**src/portalPkg.sv**
```systemverilog
`default_nettype none

package portalPkg;

  // ------------------------------
  // widths
  localparam int dataWidth   = 32;
  localparam int addrWidth   = 32;
  localparam int idWidth     = 6;
  localparam int lenWidth    = 4;  // burst length minus one.
  localparam int offsetWidth = 5;
  localparam int methodWidth = 2;
  localparam int wordStep    = 4;  // bytes per beat.
  localparam int fifoDepth   = 2;
  localparam int beatWidth   = offsetWidth + idWidth + 1;  // offset, id, last.

  // ------------------------------
  // address fields
  localparam int portalSelectBit = 12;  // 0 indication, 1 request.
  localparam int pageLow         = 5;
  localparam int pageHigh        = 11;  // all zero selects the control page.
  localparam int methodLow       = 5;

  // ------------------------------
  // register offsets
  localparam logic [offsetWidth-1:0] regStatus     = 5'h00;
  localparam logic [offsetWidth-1:0] regIntrEnable = 5'h04;
  localparam logic [offsetWidth-1:0] regIdCount    = 5'h08;
  localparam logic [offsetWidth-1:0] regChannel    = 5'h0C;
  localparam logic [offsetWidth-1:0] regTopId      = 5'h10;
  localparam logic [offsetWidth-1:0] regVersion    = 5'h14;
  localparam logic [offsetWidth-1:0] regDataPop    = 5'h00;
  localparam logic [offsetWidth-1:0] regDataFlag   = 5'h04;

  // info register contents
  localparam logic [dataWidth-1:0] idCountValue  = 32'd1;
  localparam logic [dataWidth-1:0] indTopIdValue = 32'd5;
  localparam logic [dataWidth-1:0] reqTopIdValue = 32'd6;
  localparam logic [dataWidth-1:0] versionValue  = 32'd2;

endpackage

`default_nettype wire
```
**src/portalTop.sv**
```systemverilog
`default_nettype none

module portalTop import portalPkg::*; (
  input  wire logic                   CLK,
  input  wire logic                   RST_N,
  input  wire logic [addrWidth-1:0]   arAddr,
  input  wire logic [lenWidth-1:0]    arLen,
  input  wire logic [idWidth-1:0]     arId,
  input  wire logic                   arValid,
  output logic                        arReady,
  output logic [dataWidth-1:0]        rData,
  output logic [idWidth-1:0]          rId,
  output logic                        rLast,
  output logic                        rValid,
  input  wire logic                   rReady,
  input  wire logic [addrWidth-1:0]   awAddr,
  input  wire logic [lenWidth-1:0]    awLen,
  input  wire logic [idWidth-1:0]     awId,
  input  wire logic                   awValid,
  output logic                        awReady,
  input  wire logic [dataWidth-1:0]   wData,
  input  wire logic                   wValid,
  output logic                        wReady,
  output logic [idWidth-1:0]          bId,
  output logic                        bValid,
  input  wire logic                   bReady,
  input  wire logic [dataWidth-1:0]   indData,
  input  wire logic                   indValid,
  output logic                        indPop,
  input  wire logic                   reqReady,
  output logic [dataWidth-1:0]        reqData,
  output logic [methodWidth-1:0]      reqMethod,
  output logic                        reqPush,
  output logic                        irq
);

  logic [offsetWidth-1:0] rdOffset, wrOffset;
  logic [idWidth-1:0]     rdId, wrId;
  logic                   rdLast, wrLast;
  logic                   rdPush, wrPush;
  logic                   rdRoom, wrRoom;
  logic                   rdSplitReady, wrSplitReady;
  logic                   rdPortal, wrPortal;
  logic                   rdControl, wrControl;
  logic [methodWidth-1:0] wrMethod;
  logic [beatWidth-1:0]   rdBeat, wrBeat;
  logic                   rdBeatReady, wrBeatReady;
  logic                   rdBeatPop, wrBeatPop;
  logic                   intrEnable;

  // a new burst waits until the previous one has drained, the page flags sit beside the beats.
  assign arReady = rdSplitReady && !rdBeatReady;
  assign awReady = wrSplitReady && !wrBeatReady;
  assign irq     = intrEnable && indValid;

  // ------------------------------
  // read path
  burstSplitter readSplitter (
    .CLK (CLK), .RST_N (RST_N),
    .addr (arAddr), .len (arLen), .id (arId),
    .valid (arValid && !rdBeatReady), .ready (rdSplitReady),
    .beatOffset (rdOffset), .beatId (rdId), .beatLast (rdLast),
    .beatPush (rdPush), .beatRoom (rdRoom),
    .portal (rdPortal), .controlPage (rdControl), .method ()
  );

  beatFifo #(.width(beatWidth)) readBeats (
    .CLK (CLK), .RST_N (RST_N),
    .inData ({rdOffset, rdId, rdLast}), .push (rdPush), .notFull (rdRoom),
    .outData (rdBeat), .pop (rdBeatPop), .notEmpty (rdBeatReady)
  );

  portalRead reader (
    .CLK (CLK), .RST_N (RST_N),
    .beat (rdBeat), .beatReady (rdBeatReady), .beatPop (rdBeatPop),
    .portal (rdPortal), .controlPage (rdControl), .intrEnable (intrEnable),
    .indData (indData), .indValid (indValid), .indPop (indPop), .reqReady (reqReady),
    .rData (rData), .rId (rId), .rLast (rLast), .rValid (rValid), .rReady (rReady)
  );

  // ------------------------------
  // write path
  burstSplitter writeSplitter (
    .CLK (CLK), .RST_N (RST_N),
    .addr (awAddr), .len (awLen), .id (awId),
    .valid (awValid && !wrBeatReady), .ready (wrSplitReady),
    .beatOffset (wrOffset), .beatId (wrId), .beatLast (wrLast),
    .beatPush (wrPush), .beatRoom (wrRoom),
    .portal (wrPortal), .controlPage (wrControl), .method (wrMethod)
  );

  beatFifo #(.width(beatWidth)) writeBeats (
    .CLK (CLK), .RST_N (RST_N),
    .inData ({wrOffset, wrId, wrLast}), .push (wrPush), .notFull (wrRoom),
    .outData (wrBeat), .pop (wrBeatPop), .notEmpty (wrBeatReady)
  );

  portalWrite writer (
    .CLK (CLK), .RST_N (RST_N),
    .beat (wrBeat), .beatReady (wrBeatReady), .beatPop (wrBeatPop),
    .portal (wrPortal), .controlPage (wrControl), .method (wrMethod),
    .wData (wData), .wValid (wValid), .wReady (wReady),
    .reqReady (reqReady), .reqData (reqData), .reqMethod (reqMethod), .reqPush (reqPush),
    .intrEnable (intrEnable), .bId (bId), .bValid (bValid), .bReady (bReady)
  );

endmodule

`default_nettype wire

```
**src/portalWrite.sv**
```systemverilog
`default_nettype none

module portalWrite import portalPkg::*; (
  input  wire logic                   CLK,
  input  wire logic                   RST_N,
  input  wire logic [beatWidth-1:0]   beat,
  input  wire logic                   beatReady,
  output logic                        beatPop,
  input  wire logic                   portal,
  input  wire logic                   controlPage,
  input  wire logic [methodWidth-1:0] method,
  input  wire logic [dataWidth-1:0]   wData,
  input  wire logic                   wValid,
  output logic                        wReady,
  input  wire logic                   reqReady,
  output logic [dataWidth-1:0]        reqData,
  output logic [methodWidth-1:0]      reqMethod,
  output logic                        reqPush,
  output logic                        intrEnable,
  output logic [idWidth-1:0]          bId,
  output logic                        bValid,
  input  wire logic                   bReady
);

  logic [offsetWidth-1:0] offset;
  logic [idWidth-1:0]     id;
  logic                   last;
  logic                   dataReady;
  logic                   reqWrite;
  logic                   enableWrite;
  logic                   service;

  assign {offset, id, last} = beat;

  // ------------------------------
  // write data queue
  beatFifo #(
    .width (dataWidth)
  ) writeData (
    .CLK      (CLK),
    .RST_N    (RST_N),
    .inData   (wData),
    .push     (wValid),
    .notFull  (wReady),
    .outData  (reqData),
    .pop      (service),
    .notEmpty (dataReady)
  );

  assign reqWrite    = portal && !controlPage;
  assign enableWrite = !portal && controlPage && offset == regIntrEnable;

  // the last beat also needs a free response slot.
  assign service = beatReady && dataReady && (!reqWrite || reqReady) && (!last || !bValid);

  assign beatPop   = service;
  assign reqPush   = service && reqWrite;
  assign reqMethod = method;

  always_ff @(posedge CLK) begin
    if (!RST_N) begin
      intrEnable <= 1'b0;
      bValid     <= 1'b0;
    end else begin
      if (service && enableWrite) intrEnable <= reqData[0];
      if (service && last) bValid <= 1'b1;
      else if (bReady) bValid <= 1'b0;  // one response per burst.
    end
  end

  always_ff @(posedge CLK) begin
    if (service && last) bId <= id;
  end

endmodule

`default_nettype wire

```
**src/portalRead.sv**
```systemverilog
`default_nettype none

module portalRead import portalPkg::*; (
  input  wire logic                 CLK,
  input  wire logic                 RST_N,
  input  wire logic [beatWidth-1:0] beat,
  input  wire logic                 beatReady,
  output logic                      beatPop,
  input  wire logic                 portal,
  input  wire logic                 controlPage,
  input  wire logic                 intrEnable,
  input  wire logic [dataWidth-1:0] indData,
  input  wire logic                 indValid,
  output logic                      indPop,
  input  wire logic                 reqReady,
  output logic [dataWidth-1:0]      rData,
  output logic [idWidth-1:0]        rId,
  output logic                      rLast,
  output logic                      rValid,
  input  wire logic                 rReady
);

  logic [offsetWidth-1:0] offset;
  logic [idWidth-1:0]     id;
  logic                   last;
  logic [dataWidth-1:0]   readValue;
  logic                   popRead;
  logic                   outRoom;
  logic                   service;

  assign {offset, id, last} = beat;

  // ------------------------------
  // register map decode
  always_comb begin
    readValue = '0;
    if (controlPage) begin
      case (offset)
        regStatus, regChannel: readValue = portal ? '0 : dataWidth'(indValid);
        regIntrEnable: readValue = portal ? '0 : dataWidth'(intrEnable);
        regIdCount: readValue = idCountValue;
        regTopId: readValue = portal ? reqTopIdValue : indTopIdValue;
        regVersion: readValue = versionValue;
        default: readValue = '0;
      endcase
    end else if (portal) begin
      if (offset == regDataFlag) readValue = dataWidth'(reqReady);  // room for a request.
    end else begin
      case (offset)
        regDataPop: readValue = indData;
        regDataFlag: readValue = dataWidth'(indValid);  // word waiting.
        default: readValue = '0;
      endcase
    end
  end

  // a pop read stalls until a word is waiting.
  assign popRead = !portal && !controlPage && offset == regDataPop;
  assign service = beatReady && outRoom && (!popRead || indValid);
  assign beatPop = service;
  assign indPop  = service && popRead;

  // ------------------------------
  // read data queue
  beatFifo #(
    .width (dataWidth + idWidth + 1)
  ) readData (
    .CLK      (CLK),
    .RST_N    (RST_N),
    .inData   ({readValue, id, last}),
    .push     (service),
    .notFull  (outRoom),
    .outData  ({rData, rId, rLast}),
    .pop      (rReady),
    .notEmpty (rValid)
  );

endmodule

`default_nettype wire

```
**src/beatFifo.sv**
```systemverilog
`default_nettype none

module beatFifo import portalPkg::*; #(
  parameter int width = 8
) (
  input  wire logic             CLK,
  input  wire logic             RST_N,
  input  wire logic [width-1:0] inData,
  input  wire logic             push,
  output logic                  notFull,
  output logic [width-1:0]      outData,
  input  wire logic             pop,
  output logic                  notEmpty
);

  logic [width-1:0] mem [fifoDepth];
  logic             wrPtr;
  logic             rdPtr;
  logic [1:0]       count;
  logic             doPush;
  logic             doPop;

  assign notFull  = count != 2'(fifoDepth);
  assign notEmpty = count != 2'd0;
  assign doPush   = push && notFull;
  assign doPop    = pop && notEmpty;
  assign outData  = mem[rdPtr];

  always_ff @(posedge CLK) begin
    if (!RST_N) begin
      wrPtr <= 1'b0;
      rdPtr <= 1'b0;
      count <= 2'd0;
    end else begin
      if (doPush) wrPtr <= !wrPtr;
      if (doPop) rdPtr <= !rdPtr;
      if (doPush && !doPop) count <= count + 2'd1;
      else if (doPop && !doPush) count <= count - 2'd1;
    end
  end

  always_ff @(posedge CLK) begin
    if (doPush) mem[wrPtr] <= inData;
  end

endmodule

`default_nettype wire

```
**src/burstSplitter.sv**
```systemverilog
`default_nettype none

module burstSplitter import portalPkg::*; (
  input  wire logic                   CLK,
  input  wire logic                   RST_N,
  input  wire logic [addrWidth-1:0]   addr,
  input  wire logic [lenWidth-1:0]    len,
  input  wire logic [idWidth-1:0]     id,
  input  wire logic                   valid,
  output logic                        ready,
  output logic [offsetWidth-1:0]      beatOffset,
  output logic [idWidth-1:0]          beatId,
  output logic                        beatLast,
  output logic                        beatPush,
  input  wire logic                   beatRoom,
  output logic                        portal,
  output logic                        controlPage,
  output logic [methodWidth-1:0]      method
);

  logic                busy;
  logic [lenWidth-1:0] beatsLeft;  // beats still to emit, minus one.

  assign ready    = !busy;
  assign beatPush = busy && beatRoom;
  assign beatLast = beatsLeft == '0;

  always_ff @(posedge CLK) begin
    if (!RST_N) begin
      busy <= 1'b0;
    end else if (valid && ready) begin
      busy <= 1'b1;
    end else if (beatPush && beatLast) begin
      busy <= 1'b0;
    end
  end

  // burst fields, held for the whole burst.
  always_ff @(posedge CLK) begin
    if (valid && ready) begin
      beatOffset  <= addr[offsetWidth-1:0];
      beatsLeft   <= len;
      beatId      <= id;
      portal      <= addr[portalSelectBit];
      controlPage <= addr[pageHigh:pageLow] == '0;
      method      <= addr[methodLow +: methodWidth] - methodWidth'(1);  // method numbers start at 1.
    end else if (beatPush) begin
      beatOffset <= beatOffset + offsetWidth'(wordStep);  // wraps inside the page.
      beatsLeft  <= beatsLeft - lenWidth'(1);
    end
  end

endmodule

`default_nettype wire

```
**config.mk**
```make
export PLATFORM = sky130hd
export DESIGN_NAME = portalTop
export DESIGN_NICKNAME = d
export VERILOG_FILES = /design/src/portalPkg.sv /design/src/portalTop.sv /design/src/portalWrite.sv /design/src/portalRead.sv /design/src/beatFifo.sv /design/src/burstSplitter.sv
export SDC_FILE = /design/constraint.sdc
export NUM_CORES = 1
export LEC_CHECK = 0
export ABC_AREA = 1
export BUFFER_PORTS_ARGS = -buffer_cell sky130_fd_sc_hd__buf_4
export CAP_MARGIN = 20
export CORE_UTILIZATION = 41
export CTS_CLUSTER_SIZE = 16
export DETAILED_ROUTE_END_ITERATION = 8
export GPL_TIMING_DRIVEN = 1
export PLACE_DENSITY = 0.65
export SYNTH_ARGS = -nofsm -noshare
export SYNTH_HDL_FRONTEND = slang
export SYNTH_SLANG_ARGS = --single-unit
```
**constraint.sdc**
```tcl
create_clock -name CLK -period 4.4 [get_ports CLK]
set_input_delay 0.44 -clock CLK [delete_from_list [all_inputs] [get_ports CLK]]
set_output_delay 0.44 -clock CLK [all_outputs]
set_load 0.05 [all_outputs]
```
; ---- After elaboration in Yosys (flattened, before gate mapping)
; Memories as Yosys holds them, arrays and structs flattened. A register that Yosys moved wholly into a read port is not among the register bits.
; Index checks and enable logic that the tools add are counted.
[word_totals]
regBits = 62
ramBits = 190
in_bits = 157
out_inout_bits = 87
word_cells = 192
memories = 4
[classes]
add_sub_neg = 13
n_eq_ne = 10
n_mux = 46
reduce_logical = 91
[mem_list]
columns = memory, words, word_bits, read_ports, rd_clocked_by_memory_dff, wr, line
row1 = reader.readData.mem, 2, 39, 1, 1, 1, beatFifo.sv:16  ; logic [width-1:0] mem [fifoDepth];
row2 = writer.writeData.mem, 2, 32, 1, 1, 1, beatFifo.sv:16
row3 = readBeats.mem, 2, 12, 1, 1, 1, beatFifo.sv:16
row4 = writeBeats.mem, 2, 12, 1, 1, 1, beatFifo.sv:16
[ops]
columns = op, count
row1 = one-hot mux 32 bit (5 select lines), 1
row2 = two-way mux 32 bit, 2
row3 = one-hot mux 32 bit (2 select lines), 1
row4 = logical AND 1 bit, 41
row5 = zero test 1 bit, 28
row6 = nonzero test 2 bit, 13
row7 = two-way mux 1 bit, 25
row8 = two-way mux 5 bit, 4
row9 = two-way mux 2 bit, 9
row10 = two-way mux 4 bit, 4
row11 = zero test 7 bit, 2
row12 = adder 5 x 3 -> 5 bit (second input constant), 2
row13 = equality test 5 x 3 -> 1 bit (second input constant), 2
row14 = equality test 5 x 4 -> 1 bit (second input constant), 2
row15 = equality test 5 bit (second input constant), 2
row16 = subtractor 2 x 1 -> 2 bit (second input constant), 5
row17 = adder 2 x 1 -> 2 bit (second input constant), 4
row18 = zero test 4 bit, 2
row19 = inequality test 2 bit (second input constant), 4
row20 = subtractor 4 x 1 -> 4 bit (second input constant), 2
row21 = zero test 5 bit, 1
row22 = logical OR 1 bit, 3
row23 = OR reduction 2 bit, 1

; ---- Logic depth before layout (Yosys ltp)
[depth]
word_depth = 11
depth_mapped = 15
depth_no_buf = 14

; ---- By module
; Synthesis repeated with hierarchy kept, for this count alone.
[hier_totals]
cells_unflattened = 727
hier_area_um2 = 10785.3
[by_module_without_submodules]
columns = mod, instances, cells_each, area_per_inst_um2, seq_area_each_um2
row1 = beatFifo at reader.readData, 1, 158, 3100.5, 2442.3
row2 = beatFifo at writer.writeData, 1, 137, 2708.8, 2021.9
row3 = beatFifo at readBeats ..., 2, 74, 1156.1, 820.8
row4 = burstSplitter, 2, 70, 873.3, 590.6
row5 = portalRead, 1, 100, 520.5, 0.0
row6 = portalWrite, 1, 34, 359.1, 220.2
row7 = portalTop, 1, 10, 37.5, 0.0

; ---- Worst setup path after synthesis
; Ideal clock, no wire load.
[synth_path]
kind = flip-flop to flip-flop
from = register (tool-made name)
to = memory reader.readData.mem[0][0] (netlist name), enable pin
setup_ns = 0.435
arrival_time_ns = 2.663
required_time_ns = 3.965
path_slack_ns = 1.302
stages_incl_launch_ff = 10
n_path_buf = 1
period_less_slack_ns = 3.098
path_cell_list = dfxtp_1 > buf_6 > nand2_1 > nand2_4 > clkinv_2 > nand2_2 > nor2_4 > nand3_2 > nand2_2 > nor2_1
[synth_rtl]
columns = element, line
row1 = "end, declared", beatFifo.sv:16

==> run_results.csv <==
group,metric,value,unit
outcome,status,"finished clean",
placed_design,dp_hpwl,12.6,mm
floorplanning,pin_count,244,
global_routing,antenna_found_initial,1,
cells_and_area,syn2layout_area_growth,27.7,%
run,cap_violations,0,
logic_synthesis,synth_edf_count,232,
cells_and_area,seq_area,0.00745,sq mm
min_path,worstHoldStart,"awId[5]",
cts,path_clk_slew,0.06,ns
floorplanning,rows,56,
worst_setup_path,worstPathCellList,"inv_2 > o21ai_2 > nand2_2 > nor2_4 > nand2_2 > inv_2 > nand2_1 > inv_1 > buf_4",
timing,drv_slew,0,
routing,vias,5900,
cells_and_area,multiInputGateArea,0.00215,sq mm
worst_setup_path,endpoint,"indPop",
worst_setup_path,worst_setup_path_start_kind,"flop",
worst_setup_path,setup.worst_path.class,"flop to primary output",
cells_and_area,drive_gt1_share,35.8,%
timing,fmax,0.310,GHz
logic_synthesis,ys.flop_type,"edfxtp_1",
cells_and_area,fin_nets,1108,
logic_synthesis,synth-seq-area-share,74.2,%
worst_setup_path,critPathCaptureType,"primary output",
cts,cts_tree,"done",
routing,avgViaCountPerCell,4.60,
timing,grt_setup_unrepaired,"false",
timing,fin_skew,0.00823,ns
worst_setup_path,worstPathRequired,3.96,ns
floorplanning,die_w,159,microns
timing,max_slew_margin,31.9,%
cells_and_area,fillers,2006,
timing,finalCriticalPeriod,3.22,ns
routing,routed_wl,18.5,mm
floorplanning,dieHeight,159,microns
worst_setup_path,r2r-end,"reader.readData.mem[1][37]",
worst_setup_path,critPathMaxFanout,30,
floorplanning,coreArea,0.0238,sq mm
cts,cts_setup_buffers,0,
worst_setup_path,cp_num_cells,9,
cts,clkSinkCount,256,
logic_synthesis,syn_inst,717,
floorplanning,die_area,0.0251,sq mm
cts,cts_max_level,1,
logic_synthesis,ys.warnings.count,0,
logic_synthesis,synth_cell_type_count,32,
logic_synthesis,syn-cell-area,0.0100,sq mm
worst_setup_path,critical_path.slowest_cell,"dfxtp_1",
timing,fin_tns_setup,0,ns
routing,wl_per_cell,14.5,microns
logic_synthesis,ys_async_sr_fraction,0,%
timing,worstMarginPinSlew,1.02,ns
worst_setup_path,cpPeakStageDelay,0.60,ns
cts,cts-root-buf,"clkbuf_16",
cts,clk_path_buf_depth,3,
timing,timing.final.crit_share,73.2,%
power_and_ir_drop,power_density,702,mW/mm^2
logic_synthesis,syn_avg_cell_area,14.0,sq um
cells_and_area,fin_util,54.0,%
routing,drt_iter0_markers,256,
cts,cts_buffers,27,
worst_setup_path,crit_family,"simple AND/OR/NAND/NOR gates",
timing,fin_ws,1.18,ns
placed_design,gp_congestion,0.787,
power_and_ir_drop,leakage,5.21,nW
cts,insertion_delay,0.52,ns
placed_design,pre_cts_slack,1.11,ns
placed_design,io_buffers,205,
global_routing,grt_max_degree,40,
routing,firstDrtPassIters,4,
cts,cts_hold_buf,0,
worst_setup_path,ff2ff_path_depth,8,
power_and_ir_drop,ir_drop,0.370,mV
global_routing,grt_pass1_wl,28.6,mm
global_routing,grt_pass1_vias,5881,
cells_and_area,antenna_cells,0,
routing,drc_errors,0,
floorplanning,start_util,42.3,%
logic_synthesis,syn_nets,883,
worst_setup_path,worst-path-buf-inv,4,
min_path,hold_class,"input port to flop",
worst_setup_path,cp.arrival,2.78,ns
timing,hold_violations,0,
routing,ant_nets,0,
timing,fin_hold_ws,0.0898,ns
global_routing,grt.overflow.total,0,
timing,setup_viol,0,
cts,cts-resized-gates,0,
global_routing,globalRouteTotalUtil,14.6,%
logic_synthesis,ys_seq_elements,256,
worst_setup_path,r2r_setup_slack,1.20,ns
[sequential cells by signal (all words and copies together) (netlist names), 2 cells and up, named ones only]
| name | flops |
|---|---|
| writeSplitter.beatOffset | 5 |
| readBeats.mem | 24 |
| writeBeats.count | 2 |
| writer.bId | 6 |
| readSplitter.beatId | 6 |
| writeBeats.mem | 24 |
| writeSplitter.beatId | 6 |
| writer.writeData.count | 2 |
| writeSplitter.beatsLeft | 4 |
| reader.readData.mem | 78 |
| readSplitter.beatOffset | 5 |
| readBeats.count | 2 |
| readSplitter.beatsLeft | 4 |
| reader.readData.count | 2 |
| writeSplitter.method | 2 |
| writer.writeData.mem | 64 |
[placed cells by master, fill, tap and decap left out, types with 6 or more instances in the layout]
cell	netlist	final
o21ai_0	30	30
nor2_1	73	70
nand2_1	101	101
buf_4	1	212
mux2_2	70	70
nand3_1	7	7
nand2_2	6	6
dfxtp_1	24	23
a21oi_1	22	22
edfxtp_1	232	232
clkbuf_16	0	27
clkbuf_1	3	11
inv_1	89	88
clkbuf_8	0	7
ha_1	9	9
[how the worst min path moves through the flow]
stage	end	depth (start not counted)
floorplan	readBeats.mem[0][1]	0
global placement	writeBeats.mem[0][3]	0
detailed placement	writeBeats.mem[0][3]	0
CTS	readSplitter.beatId[2]	1
global route	readSplitter.beatId[2]	1
finish	writeSplitter.beatId[5]	1
[per-layer routing]
metal / share of wire (%) / global-route usage, %
met5: 0 / 0
met4: 1.7 / 3.80
met1: 41 / 17.8
met2: 47 / 24.3
met3: 11 / 5.66
[logic make-up after synthesis]
family          after synthesis  share of synthesized area, %
simple gates                205                          8.62
buf+inv                     111                          4.55
flops                       256                          74.2
mux                          70                          7.85
xor+xnor                      7                         0.611
fa+ha+maj                     9                          1.12
compound gates               59                          3.09
[cells in the mapped netlist (5+ instances only)]
cell / instances / area [sq um]
edfxtp_1: 232 / 6970
nand2_1: 101 / 379
inv_1: 89 / 334
nor2_1: 73 / 274
mux2_2: 70 / 788
o21ai_0: 30 / 150
dfxtp_1: 24 / 480
a21oi_1: 22 / 110
buf_2: 9 / 45.0
ha_1: 9 / 113
nand3_1: 7 / 35.0
nand2_2: 6 / 37.5
nand4_1: 5 / 31.3
[power breakdown]
part	internal [mW]	switching [mW]	leakage (nW)
registers	3.43	0.264	2.38
logic	1.00	2.13	2.42
clock network	1.31	0.868	0.424
[area by class of cell]
| type | instances | share of cell area [%] |
|---|---|---|
| sequential | 256 | 58.1 |
| inverter | 94 | 2.76 |
| clock buffer | 45 | 6.34 |
| timing repair buffer | 213 | 12.5 |
| clock inverter | 5 | 0.410 |
| tap | 319 | 3.11 |
| multi-input combinational | 350 | 16.8 |
[per-stage QoR]
stage | power (mW) | instance area (sq um) | cells
after floorplan | 5.98 | 10000 | 717
after global placement | 6.85 | 11900 | 1229
after detailed placement | 6.91 | 11900 | 1229
after CTS | 9.12 | 12800 | 1279
after global routing | 9.50 | 12800 | 1282
final | 9.00 | 12800 | 1282
Note: power is estimated with default switching activity, not from simulation.
